$ cat config.mk
export PLATFORM = sky130hd
export DESIGN_NAME = decode_execute_top
export DESIGN_NICKNAME = d
export VERILOG_FILES = /design/src/design/legv8_pkg.sv /design/src/design/id_ex_if.sv /design/src/design/decode_execute_top.sv /design/src/design/execute_stage.sv /design/src/design/id_ex.sv /design/src/design/decode_stage.sv /design/src/design/register_file.sv
export SDC_FILE = /design/constraint.sdc
export NUM_CORES = 2
export LEC_CHECK = 0
export BUFFER_PORTS_ARGS = -buffer_cell sky130_fd_sc_hd__clkbuf_2
export CAP_MARGIN = 20
export CORE_MARGIN = 4
export CORE_UTILIZATION = 60
export CTS_CLUSTER_DIAMETER = 120
export DETAILED_ROUTE_END_ITERATION = 8
export GPL_ROUTABILITY_DRIVEN = 0
export PLACE_DENSITY_LB_ADDON = 0.12
export SYNTH_ARGS = -nofsm -noshare
export SYNTH_HDL_FRONTEND = slang
export SYNTH_SLANG_ARGS = --single-unit
$ cat constraint.sdc
create_clock -name clock -period 9.8 [get_ports clock]
set_input_delay 0.49 -clock clock [delete_from_list [all_inputs] [get_ports clock]]
set_output_delay 0.49 -clock clock [all_outputs]
set_load 0.01 [all_outputs]
$ cat src/design/legv8_pkg.sv
package legv8_pkg;

   // register index width, 16 registers and no zero register
   localparam int REG_IDX_W = 4;

   // R-type opcodes
   localparam logic [10:0] OP_ADD  = 11'b100_0101_1000;
   localparam logic [10:0] OP_SUB  = 11'b110_0101_1000;
   localparam logic [10:0] OP_AND  = 11'b100_0101_0000;
   localparam logic [10:0] OP_ORR  = 11'b101_0101_0000;

   // I-type opcodes
   localparam logic [9:0]  OP_ADDI = 10'b10_0100_0100;
   localparam logic [9:0]  OP_SUBI = 10'b11_0100_0100;

   // D-type opcodes
   localparam logic [10:0] OP_LDUR = 11'b111_1100_0010;
   localparam logic [10:0] OP_STUR = 11'b111_1100_0000;

   // CB-type opcode
   localparam logic [7:0]  OP_CBZ  = 8'b1011_0100;

   typedef struct packed {
      logic [10:0] opcode;
      logic [4:0]  rm;
      logic [5:0]  shamt;
      logic [4:0]  rn;
      logic [4:0]  rd;
   } r_fmt_t;

   typedef struct packed {
      logic [9:0]  opcode;
      logic [11:0] imm12;
      logic [4:0]  rn;
      logic [4:0]  rd;
   } i_fmt_t;

   typedef struct packed {
      logic [10:0] opcode;
      logic [8:0]  address;
      logic [1:0]  op;
      logic [4:0]  rn;
      logic [4:0]  rt;
   } d_fmt_t;

   typedef struct packed {
      logic [7:0]  opcode;
      logic [18:0] address;
      logic [4:0]  rt;
   } cb_fmt_t;

   // one instruction word seen through each format
   typedef union packed {
      r_fmt_t  r;
      i_fmt_t  i;
      d_fmt_t  d;
      cb_fmt_t cb;
   } insn_u;

   typedef enum logic [1:0] {
      ALUOP_ADD   = 2'b00,
      ALUOP_PASSB = 2'b01,
      ALUOP_FUNC  = 2'b10
   } aluop_e;

   typedef enum logic [1:0] {
      FN_ADD = 2'b00,
      FN_SUB = 2'b01,
      FN_AND = 2'b10,
      FN_ORR = 2'b11
   } alu_fn_e;

endpackage
$ cat src/design/id_ex_if.sv
`timescale 1ns/1ns

interface id_ex_if
#(
   parameter int DATA_WIDTH = 64
);

   localparam int IW = legv8_pkg::REG_IDX_W;

   // execute controls
   legv8_pkg::aluop_e      aluop;
   logic                   alusrc;
   logic                   branch_en;

   // memory and writeback controls
   logic                   mem_write;
   logic                   mem_read;
   logic                   mem2reg;
   logic                   reg_write;

   // operands
   logic [DATA_WIDTH-1:0]  pc;
   logic [DATA_WIDTH-1:0]  read_data1;
   logic [DATA_WIDTH-1:0]  read_data2;
   logic [DATA_WIDTH-1:0]  sign_extended;
   logic [7:0]             alu_ctrl;
   logic [IW-1:0]          rm;
   logic [IW-1:0]          rn;
   logic [IW-1:0]          write_reg;

   modport source (
      output aluop, alusrc, branch_en, mem_write, mem_read, mem2reg, reg_write,
      output pc, read_data1, read_data2, sign_extended, alu_ctrl, rm, rn, write_reg
   );

   modport sink (
      input aluop, alusrc, branch_en, mem_write, mem_read, mem2reg, reg_write,
      input pc, read_data1, read_data2, sign_extended, alu_ctrl, rm, rn, write_reg
   );

endinterface

$ cat src/design/decode_execute_top.sv
`timescale 1ns/1ns

module decode_execute_top
#(
   parameter int DATA_WIDTH = 64
)
(
   input  logic                             clock,
   input  logic                             reset,
   input  logic [31:0]                      instr_i,
   input  logic [DATA_WIDTH-1:0]            pc_i,
   input  logic                             flush_i,
   input  logic                             wb_en_i,
   input  logic [legv8_pkg::REG_IDX_W-1:0]  wb_reg_i,
   input  logic [DATA_WIDTH-1:0]            wb_data_i,
   output logic [DATA_WIDTH-1:0]            alu_result_o,
   output logic [DATA_WIDTH-1:0]            store_data_o,
   output logic                             mem_read_o,
   output logic                             mem_write_o,
   output logic                             mem2reg_o,
   output logic                             reg_write_o,
   output logic [legv8_pkg::REG_IDX_W-1:0]  write_reg_o,
   output logic                             branch_taken_o,
   output logic [DATA_WIDTH-1:0]            branch_target_o,
   output logic [legv8_pkg::REG_IDX_W-1:0]  ex_rn_o,
   output logic [legv8_pkg::REG_IDX_W-1:0]  ex_rm_o
);

   id_ex_if #(.DATA_WIDTH(DATA_WIDTH)) dec_if ();
   id_ex_if #(.DATA_WIDTH(DATA_WIDTH)) ex_if ();

   decode_stage #(.DATA_WIDTH(DATA_WIDTH)) decode (
      .clock     (clock),
      .reset     (reset),
      .instr_i   (instr_i),
      .pc_i      (pc_i),
      .wb_en_i   (wb_en_i),
      .wb_reg_i  (wb_reg_i),
      .wb_data_i (wb_data_i),
      .dec_o     (dec_if.source)
   );

   id_ex #(.DATA_WIDTH(DATA_WIDTH)) pipe_reg (
      .clock   (clock),
      .reset   (reset),
      .flush_i (flush_i),
      .dec_i   (dec_if.sink),
      .ex_o    (ex_if.source)
   );

   execute_stage #(.DATA_WIDTH(DATA_WIDTH)) execute (
      .ex_i            (ex_if.sink),
      .alu_result_o    (alu_result_o),
      .store_data_o    (store_data_o),
      .branch_target_o (branch_target_o),
      .branch_taken_o  (branch_taken_o),
      .mem_read_o      (mem_read_o),
      .mem_write_o     (mem_write_o),
      .mem2reg_o       (mem2reg_o),
      .reg_write_o     (reg_write_o),
      .write_reg_o     (write_reg_o),
      .ex_rn_o         (ex_rn_o),
      .ex_rm_o         (ex_rm_o)
   );

endmodule

$ cat src/design/execute_stage.sv
`timescale 1ns/1ns

module execute_stage
#(
   parameter int DATA_WIDTH = 64
)
(
   id_ex_if.sink                            ex_i,
   output logic [DATA_WIDTH-1:0]            alu_result_o,
   output logic [DATA_WIDTH-1:0]            store_data_o,
   output logic [DATA_WIDTH-1:0]            branch_target_o,
   output logic                             branch_taken_o,
   output logic                             mem_read_o,
   output logic                             mem_write_o,
   output logic                             mem2reg_o,
   output logic                             reg_write_o,
   output logic [legv8_pkg::REG_IDX_W-1:0]  write_reg_o,
   output logic [legv8_pkg::REG_IDX_W-1:0]  ex_rn_o,
   output logic [legv8_pkg::REG_IDX_W-1:0]  ex_rm_o
);

   legv8_pkg::alu_fn_e     alu_fn;
   logic [DATA_WIDTH-1:0]  op_b;
   logic [DATA_WIDTH-1:0]  alu_out;

   // ALU control, the field is the top byte of the instruction
   always_comb
   begin
      alu_fn = legv8_pkg::FN_ADD;
      if (ex_i.aluop == legv8_pkg::ALUOP_FUNC)
      begin
         case (ex_i.alu_ctrl)
            legv8_pkg::OP_SUB[10:3], legv8_pkg::OP_SUBI[9:2]: alu_fn = legv8_pkg::FN_SUB;
            legv8_pkg::OP_AND[10:3]:                          alu_fn = legv8_pkg::FN_AND;
            legv8_pkg::OP_ORR[10:3]:                          alu_fn = legv8_pkg::FN_ORR;
            default:                                          alu_fn = legv8_pkg::FN_ADD;
         endcase
      end
   end

   assign op_b = ex_i.alusrc ? ex_i.sign_extended : ex_i.read_data2;

   always_comb
   begin
      case (alu_fn)
         legv8_pkg::FN_SUB: alu_out = ex_i.read_data1 - op_b;
         legv8_pkg::FN_AND: alu_out = ex_i.read_data1 & op_b;
         legv8_pkg::FN_ORR: alu_out = ex_i.read_data1 | op_b;
         default:           alu_out = ex_i.read_data1 + op_b;
      endcase
   end

   // CBZ tests rt, which arrives as operand b
   assign alu_result_o    = (ex_i.aluop == legv8_pkg::ALUOP_PASSB) ? op_b : alu_out;
   assign branch_taken_o  = ex_i.branch_en && (alu_result_o == '0);
   assign branch_target_o = ex_i.pc + (ex_i.sign_extended << 2);

   assign store_data_o = ex_i.read_data2;
   assign mem_read_o   = ex_i.mem_read;
   assign mem_write_o  = ex_i.mem_write;
   assign mem2reg_o    = ex_i.mem2reg;
   assign reg_write_o  = ex_i.reg_write;
   assign write_reg_o  = ex_i.write_reg;
   assign ex_rn_o      = ex_i.rn;
   assign ex_rm_o      = ex_i.rm;

endmodule

$ cat src/design/id_ex.sv
`timescale 1ns/1ns

module id_ex
#(
   parameter int DATA_WIDTH = 64
)
(
   input  logic    clock,
   input  logic    reset,
   input  logic    flush_i,
   id_ex_if.sink   dec_i,
   id_ex_if.source ex_o
);

   always_ff @(posedge clock)
   begin
      if (reset)
      begin
         ex_o.aluop         <= legv8_pkg::ALUOP_ADD;
         ex_o.alusrc        <= 1'b0;
         ex_o.branch_en     <= 1'b0;
         ex_o.mem_write     <= 1'b0;
         ex_o.mem_read      <= 1'b0;
         ex_o.mem2reg       <= 1'b0;
         ex_o.reg_write     <= 1'b0;
         ex_o.pc            <= '0;
         ex_o.read_data1    <= '0;
         ex_o.read_data2    <= '0;
         ex_o.sign_extended <= '0;
         ex_o.alu_ctrl      <= '0;
         ex_o.rm            <= '0;
         ex_o.rn            <= '0;
         ex_o.write_reg     <= '0;
      end
      else
      begin
         // a flush drops the controls, data still loads
         if (flush_i)
         begin
            ex_o.aluop     <= legv8_pkg::ALUOP_ADD;
            ex_o.alusrc    <= 1'b0;
            ex_o.branch_en <= 1'b0;
            ex_o.mem_write <= 1'b0;
            ex_o.mem_read  <= 1'b0;
            ex_o.mem2reg   <= 1'b0;
            ex_o.reg_write <= 1'b0;
         end
         else
         begin
            ex_o.aluop     <= dec_i.aluop;
            ex_o.alusrc    <= dec_i.alusrc;
            ex_o.branch_en <= dec_i.branch_en;
            ex_o.mem_write <= dec_i.mem_write;
            ex_o.mem_read  <= dec_i.mem_read;
            ex_o.mem2reg   <= dec_i.mem2reg;
            ex_o.reg_write <= dec_i.reg_write;
         end
         ex_o.pc            <= dec_i.pc;
         ex_o.read_data1    <= dec_i.read_data1;
         ex_o.read_data2    <= dec_i.read_data2;
         ex_o.sign_extended <= dec_i.sign_extended;
         ex_o.alu_ctrl      <= dec_i.alu_ctrl;
         ex_o.rm            <= dec_i.rm;
         ex_o.rn            <= dec_i.rn;
         ex_o.write_reg     <= dec_i.write_reg;
      end
   end

endmodule

$ cat src/design/decode_stage.sv
`timescale 1ns/1ns

module decode_stage
#(
   parameter int DATA_WIDTH = 64
)
(
   input  logic                             clock,
   input  logic                             reset,
   input  logic [31:0]                      instr_i,
   input  logic [DATA_WIDTH-1:0]            pc_i,
   input  logic                             wb_en_i,
   input  logic [legv8_pkg::REG_IDX_W-1:0]  wb_reg_i,
   input  logic [DATA_WIDTH-1:0]            wb_data_i,
   id_ex_if.source                          dec_o
);

   localparam int IW = legv8_pkg::REG_IDX_W;

   legv8_pkg::insn_u       insn;
   logic                   is_r;
   logic                   is_i;
   logic                   is_ldur;
   logic                   is_stur;
   logic                   is_cbz;
   logic [IW-1:0]          src_b_idx;
   logic [DATA_WIDTH-1:0]  rd_data_a;
   logic [DATA_WIDTH-1:0]  rd_data_b;

   assign insn = instr_i;

   // each format compares its own opcode width
   assign is_r    = (insn.r.opcode == legv8_pkg::OP_ADD) ||
                    (insn.r.opcode == legv8_pkg::OP_SUB) ||
                    (insn.r.opcode == legv8_pkg::OP_AND) ||
                    (insn.r.opcode == legv8_pkg::OP_ORR);
   assign is_i    = (insn.i.opcode == legv8_pkg::OP_ADDI) ||
                    (insn.i.opcode == legv8_pkg::OP_SUBI);
   assign is_ldur = (insn.d.opcode == legv8_pkg::OP_LDUR);
   assign is_stur = (insn.d.opcode == legv8_pkg::OP_STUR);
   assign is_cbz  = (insn.cb.opcode == legv8_pkg::OP_CBZ);

   // port b reads rm for R-type, rt otherwise
   assign src_b_idx = is_r ? insn.r.rm[IW-1:0] : insn.d.rt[IW-1:0];

   register_file #(
      .DATA_WIDTH (DATA_WIDTH)
   ) regfile (
      .clock       (clock),
      .reset       (reset),
      .rd_idx_a_i  (insn.r.rn[IW-1:0]),
      .rd_idx_b_i  (src_b_idx),
      .rd_data_a_o (rd_data_a),
      .rd_data_b_o (rd_data_b),
      .wr_en_i     (wb_en_i),
      .wr_idx_i    (wb_reg_i),
      .wr_data_i   (wb_data_i)
   );

   assign dec_o.pc         = pc_i;
   assign dec_o.read_data1 = rd_data_a;
   assign dec_o.read_data2 = rd_data_b;
   assign dec_o.alu_ctrl   = insn.cb.opcode;
   assign dec_o.rn         = insn.r.rn[IW-1:0];
   assign dec_o.rm         = insn.r.rm[IW-1:0];

   // rd and rt sit in the same low field of every format
   assign dec_o.write_reg  = insn.r.rd[IW-1:0];

   always_comb
   begin
      // unmatched opcodes leave a bubble
      dec_o.aluop         = legv8_pkg::ALUOP_ADD;
      dec_o.alusrc        = 1'b0;
      dec_o.branch_en     = 1'b0;
      dec_o.mem_write     = 1'b0;
      dec_o.mem_read      = 1'b0;
      dec_o.mem2reg       = 1'b0;
      dec_o.reg_write     = 1'b0;
      dec_o.sign_extended = '0;
      if (is_r)
      begin
         dec_o.aluop     = legv8_pkg::ALUOP_FUNC;
         dec_o.reg_write = 1'b1;
      end
      else if (is_i)
      begin
         dec_o.aluop         = legv8_pkg::ALUOP_FUNC;
         dec_o.alusrc        = 1'b1;
         dec_o.reg_write     = 1'b1;
         dec_o.sign_extended = {{(DATA_WIDTH-12){1'b0}}, insn.i.imm12};
      end
      else if (is_ldur || is_stur)
      begin
         dec_o.alusrc        = 1'b1;
         dec_o.mem_read      = is_ldur;
         dec_o.mem2reg       = is_ldur;
         dec_o.reg_write     = is_ldur;
         dec_o.mem_write     = is_stur;
         dec_o.sign_extended = {{(DATA_WIDTH-9){insn.d.address[8]}}, insn.d.address};
      end
      else if (is_cbz)
      begin
         dec_o.aluop         = legv8_pkg::ALUOP_PASSB;
         dec_o.branch_en     = 1'b1;
         dec_o.sign_extended = {{(DATA_WIDTH-19){insn.cb.address[18]}}, insn.cb.address};
      end
   end

endmodule

$ cat src/design/register_file.sv
`timescale 1ns/1ns

module register_file
#(
   parameter int DATA_WIDTH = 64
)
(
   input  logic                             clock,
   input  logic                             reset,
   input  logic [legv8_pkg::REG_IDX_W-1:0]  rd_idx_a_i,
   input  logic [legv8_pkg::REG_IDX_W-1:0]  rd_idx_b_i,
   output logic [DATA_WIDTH-1:0]            rd_data_a_o,
   output logic [DATA_WIDTH-1:0]            rd_data_b_o,
   input  logic                             wr_en_i,
   input  logic [legv8_pkg::REG_IDX_W-1:0]  wr_idx_i,
   input  logic [DATA_WIDTH-1:0]            wr_data_i
);

   localparam int NUM_REGS = 2 ** legv8_pkg::REG_IDX_W;

   logic [DATA_WIDTH-1:0] regs [NUM_REGS];

   always_ff @(posedge clock)
   begin
      if (reset)
      begin
         for (int k = 0; k < NUM_REGS; k++)
         begin
            regs[k] <= '0;
         end
      end
      else if (wr_en_i)
      begin
         regs[wr_idx_i] <= wr_data_i;
      end
   end

   // same-cycle write is visible to the decoding instruction
   assign rd_data_a_o = (wr_en_i && (wr_idx_i == rd_idx_a_i)) ? wr_data_i
                                                              : regs[rd_idx_a_i];
   assign rd_data_b_o = (wr_en_i && (wr_idx_i == rd_idx_b_i)) ? wr_data_i
                                                              : regs[rd_idx_b_i];

endmodule

# Yosys cells after proc, flatten, opt, wreduce, memory -nomap -nowiden
# Memory sizes are Yosys's and may differ from the RTL's. A register that Yosys moved wholly into a read port is not among the register bits.
# Index checks and enable logic that the tools add are counted.
dict set report word_totals {
  mem_bits_rw 1024
  ff_bits 155
  output_inout_bits 209
  wordCells 82
  latch_bits 0
  input_bits 168
  memories 1
  rom_bits 0
}
dict set report classes {
  bitwise 3
  mux 27
  order_cmp 0
  reduce_logical 16
  multipliers 0
  n_eq_ne 18
  add_sub_neg 3
  shifts 0
  div_mod_pow 0
}
# name depth word_bits rd rd_clocked_by_memory_dff wr line_no
set mem_list {}
lappend mem_list {decode.regfile.regs 16 64 2 2 16 register_file.sv:21} ;# logic [DATA_WIDTH-1:0] regs [NUM_REGS];
# cell count
set ops {}
lappend ops {{64-bit two-way mux} 5}
lappend ops {{64-bit one-hot mux with 3 select lines} 1}
lappend ops {{64-bit adder} 2}
lappend ops {{11-bit equality test, second input constant} 6}
lappend ops {{64-bit AND} 1}
lappend ops {{64-bit zero test} 1}
lappend ops {{64-bit OR} 1}
lappend ops {{64-bit OR reduction} 1}
lappend ops {{64-bit subtractor} 1}
lappend ops {{8-bit equality test, second input constant} 5}
lappend ops {{10-bit equality test, second input constant} 2}
lappend ops {{1-bit two-way mux} 13}
lappend ops {{12-bit two-way mux} 1}
lappend ops {{5-bit OR reduction} 2}
lappend ops {{2-bit two-way mux} 4}
lappend ops {{4-bit two-way mux} 2}
lappend ops {{2-bit equality test, second input constant} 3}
lappend ops {{2-bit one-hot mux with 3 select lines} 1}
lappend ops {{2-bit OR reduction} 3}
lappend ops {{3-bit OR reduction} 2}
lappend ops {{1-bit logical OR} 5}
lappend ops {{2-bit by 1-bit equality test with 1-bit output, second input constant} 2}
lappend ops {{4-bit OR reduction} 1}
lappend ops {{1-bit logical AND} 1}
lappend ops {{1-bit NOT} 1}

# Longest topological paths before layout
dict set report depth {
  word_depth 9
  depth_mapped 30
  depth_no_buf 25
}

# Modules after synthesis
# A second synthesis with hierarchy kept.
dict set report hier_totals {
  hier_cells 6177
  area_unflattened_um2 76276.9
}
# module n_inst cells_each seq_area_each_um2 area_per_inst_um2
set by_module_without_submodules {}
lappend by_module_without_submodules {register_file 1 3489 30749.5 54424.7}
lappend by_module_without_submodules {execute_stage 1 1869 0.0 12624.6}
lappend by_module_without_submodules {id_ex 1 600 5685.5 7627.3}
lappend by_module_without_submodules {decode_stage 1 219 0.0 1600.3}

# Worst setup path before layout
# Ideal clock, no wire load.
dict set report synth_timing {
  kind {flip-flop to output port}
  start {register pipe_reg.ex_o.alusrc}
  end {output branch_taken_o}
  t_arrival_ns 6.622
  stages_incl_launch_ff 31
  setup_slack_ns 2.688
  t_required_ns 9.310
  n_path_buf 6
  cell_sequence {dfxtp_1 > buf_4 > buf_6 > buf_2 > buf_2 > buf_1 > mux2i_1 > ha_1 > o221ai_2 > nor4_2 > o21ai_2 > nor3_4 > nand3_1 > or2_2 > nor4_1 > nor2b_1 > a21oi_1 > xnor2_1 > ha_1 > clkbuf_1 > nand4_1 > nor4_1 > nand3_1 > nand3b_1 > a31o_2 > nand4_1 > nand3b_1 > or4b_2 > nor4_1 > nand4_1 > nor3_2}
}
dict set report synth_via {
  elab_chain_len 6
  elab_cells_between_ends 9
  cone_classes {2 x add/sub; 3 x mux; 2 x bitwise; 2 x reduce/logical}
}
# element line_no
set synth_rtl {}
lappend synth_rtl {{start, declared} id_ex_if.sv:32} ;# output aluop, alusrc, branch_en, mem_write, mem_read, mem2reg, reg_write,
lappend synth_rtl {{64-bit two-way mux *} execute_stage.sv:41} ;# assign op_b = ex_i.alusrc ? ex_i.sign_extended : ex_i.read_data2;
lappend synth_rtl {{64-bit adder (tied with other cells)} execute_stage.sv:49} ;# default: alu_out = ex_i.read_data1 + op_b;
lappend synth_rtl {{64-bit one-hot mux with 3 select lines} execute_stage.sv:45} ;# case (alu_fn)
lappend synth_rtl {{64-bit two-way mux *} execute_stage.sv:54} ;# assign alu_result_o = (ex_i.aluop == legv8_pkg::ALUOP_PASSB) ? op_b : alu_out;
lappend synth_rtl {{net alu_result_o[54]} decode_execute_top.sv:16} ;# output logic [DATA_WIDTH-1:0] alu_result_o,
lappend synth_rtl {{64-bit zero test *} execute_stage.sv:55} ;# assign branch_taken_o = ex_i.branch_en && (alu_result_o == '0);
lappend synth_rtl {{1-bit logical AND *} execute_stage.sv:55}
lappend synth_rtl {{end, declared} decode_execute_top.sv:23} ;# output logic branch_taken_o,
# The timed path passes the listed nets; every way through them passes the cells marked *.

# Final worst setup path
dict set report layout_timing {
  start {register pipe_reg.ex_o.alusrc}
  end {output branch_taken_o}
}
dict set report layout_via {
  elab_chain_len 6
  elab_cells_between_ends 9
  cone_classes {2 x add/sub; 3 x mux; 2 x bitwise; 2 x reduce/logical}
}
# element line_no
set layout_rtl {}
lappend layout_rtl {{64-bit two-way mux *} execute_stage.sv:41}
lappend layout_rtl {{64-bit adder (tied with other cells)} execute_stage.sv:49}
lappend layout_rtl {{64-bit one-hot mux with 3 select lines} execute_stage.sv:45}
lappend layout_rtl {{64-bit two-way mux *} execute_stage.sv:54}
lappend layout_rtl {{64-bit zero test *} execute_stage.sv:55}
lappend layout_rtl {{1-bit logical AND *} execute_stage.sv:55}
# Every way passes the cells marked *; elsewhere a longest branch is shown, timed or not.

==> run metrics <==
status finished clean; layout cell share with drive strength beyond 1 15.0%; CTS clk-pin slew, worst paths 0.06 ns; clock root cell clkbuf_16; gr ovfl total 0; Mapped Cells 7075; Final Critical Period 8.86 ns; CTS Buf Count 138; Port Buffers 375; Core Box Area 124000 um2; syn avg cell area 10.6 um2; Synth area leader edfxtp_1; RSZ-0062 raised after global routing no; Row Count 129; WS Path Type reg -> out; Nets 7431; number of synthesized flops with an enable pin 1024; Worst Skew 0.0312 ns; dpl ws 1.92 ns; Total Routing Usage GR 38.2%; Initial Util 60.4%; r2r setup slk 7.45 ns; worst skew pair latency 0.77 ns; crit end category primary output; Boundary Pins 377; Most flops, register decode.regfile.regs; Pwr Total 14.0 mW; first-pass GRT wire length 373000 um; drt wl/cell 28.6 um; crit path launch type flop; post-cts gate resize count 0; library cells used by synthesis 93; leading post-synthesis cells by instance count 1295 x and2_1, 1024 x edfxtp_1, 865 x nand2_1; Syn. warnings 0; #FFs+latches synth 1261; Synth area leaders edfxtp_1 41%, and2_1 11%, mux4_2 9.6%; Tcrit/Tclk final 90.4%; net count after synthesis 7372; Synth top area share 41.2%; final setup vio count 0; Antenna Violating Nets Remaining 0; Fin Setup TNS 0 ns; Post-synth ARST share 0%; vias 60500; DP Wirelength 153000 um; mapped cell area 74700 um2; DRC viols 0; R2R depth 7; worst path required time 9.31 ns; cell with the most instances after synthesis and2_1; Arr. time, crit path 8.37 ns; leakage power 30.5 nW; area grow syn2layout 10.7%; max reg flops 1024; worst rel slew slack 17.8%; WL final 255000 um; Crit Path Max Fanout 43; Die W 361 um; CTS H-tree lvls 4; router iterations before antenna repair 9; FMAX 113 MHz; Final Util 66.9%; HP Class in -> reg; hold path startpoint instr_i[2]; Worst Tran Pin Value 1.23 ns; CTS tree built; Hold Fails Final Rpt 0; total die area 130000 um2; Final Max Slew Viols 0; largest net degree at the start of global routing 170; die height 361 um; worst-case clock buffer depth 3; hold depth 2; vias in the first global route 58400; reg2reg start decode.regfile.regs[7][25]; post-synthesis sequential area ratio 47.5%; setup slack after layout 0.937 ns; MaxCap Viol Count 0; power per cell area 169 nW/um2; Main synth FF type edfxtp_1; VDD IR max 0.000199 V; RR Endpoint pipe_reg.ex_o.read_data2[25]; clock sinks 1261; Hold Path End pipe_reg.ex_o.write_reg[2]; 1st-iter DRT viols 8720; initial antenna violation count 48; Avg Vias per Cell 6.78
routing by layer:
| metal | global-route usage [%] | routed length [um] | up-vias |
|---|---|---|---|
| met5 | 0 | 157 | - |
| met4 | 21.2 | 15000 | 22 |
| met3 | 10.6 | 33700 | 927 |
| met2 | 58.7 | 115000 | 4139 |
| met1 | 49.4 | 91200 | 29100 |
| li1 | - | - | 26200 |
power breakdown:
part,internal (mW),switching [mW],total [mW]
registers,6.12,0.217,6.33
clock network,2.95,2.21,5.17
logic,0.919,1.54,2.45
total,9.99,3.97,14.0
worst max-delay path by stage:
stage | from | endpoint | slack [ns] | cells past startpoint
floorplan | pipe_reg.ex_o.alusrc | branch_taken_o | 2.69 | 30
global placement | pipe_reg.ex_o.alusrc | branch_taken_o | 1.96 | 23
detailed placement | pipe_reg.ex_o.alusrc | branch_taken_o | 1.92 | 22
CTS | pipe_reg.ex_o.alusrc | branch_taken_o | 1.07 | 22
global route | pipe_reg.ex_o.alusrc | branch_taken_o | 0.44 | 22
finish | pipe_reg.ex_o.alusrc | branch_taken_o | 0.94 | 22
placed cells by master, fill, tap and decap left out, types with 20 or more instances in the layout:
cell type         n
clkinv_1         24
edfxtp_1       1024
nor4_1           20
nor2_1          225
diode_2          39
clkinv_2         20
dlygate4sd3_1    83
clkbuf_1         25
a22oi_1          23
nand4_1          40
inv_1            57
xnor2_1          99
dfxtp_1         235
nand2_1         865
ha_1            127
o21a_1           29
clkbuf_2        370
buf_4            78
o21ai_0         186
a311oi_1        140
a21oi_1         372
mux4_2          320
nand3_1          51
xor2_1           58
a211oi_1        411
nand2b_1         22
clkbuf_16       142
a21o_1           91
o211ai_1         21
a31oi_1         153
nor3_1          136
and2_1         1296
nor2b_1         104
through the flow:
step	cell area [um2]	cells	hold slack, ns
2_1_floorplan	74700	7075	0.568
3_3_place_gp	77300	8547	0.700
3_5_place_dp	77300	8547	0.703
4_1_cts	82600	8874	0.00169
5_1_grt	82700	8893	0.0264
6_report	82700	8914	0.0475
kinds of logic (layout without fill, tap and decap cells):
kind of cell    after synthesis  after routing  synth area share [%]
xor+xnor                    157            157                  1.84
fa+ha+maj                   140            140                  2.33
mux                         354            354                  10.1
simple gates               2902           2902                  20.5
compound gates             1576           1576                  14.2
other cells                   0             39                     0
buf+inv                     685            848                  3.48
flops                      1261           1261                  47.5
worst max-delay path: stages, from the launching register on:
cell	delay, ns
dfxtp_4	0.64
buf_4	0.50
mux2_2	0.43
or2_2	0.30
or4_1	0.58
nor3_2	0.41
and3_1	0.38
a21oi_1	0.13
xor2_1	0.14
o21ai_0	0.11
ha_1	0.52
nand2_1	0.11
o21ai_0	0.42
a21o_1	0.18
a21boi_1	0.59
xor2_1	0.17
a2111oi_0	0.49
nand4bb_1	0.20
or4_1	0.46
nor4_1	0.35
nand4_1	0.17
nor3_2	0.13
clkbuf_2	0.15
repair_timing:
action	in CTS	in global routing
buffers inserted	0	0
endpoints found under the hold margin	87	0
hold buffers	83	0
area by class of cell:
class	instances	area [um2]
Fill cell	9333	40900
Multi-Input combinational cell	5129	36900
Sequential cell	1261	35500
Clock buffer	173	3730
Timing Repair Buffer	546	3550
Tap cell	1637	2050
Clock inverter	71	699
Inverter	58	218
Antenna cell	39	97.6
No activity file was read; power rests on OpenSTA's default activity.
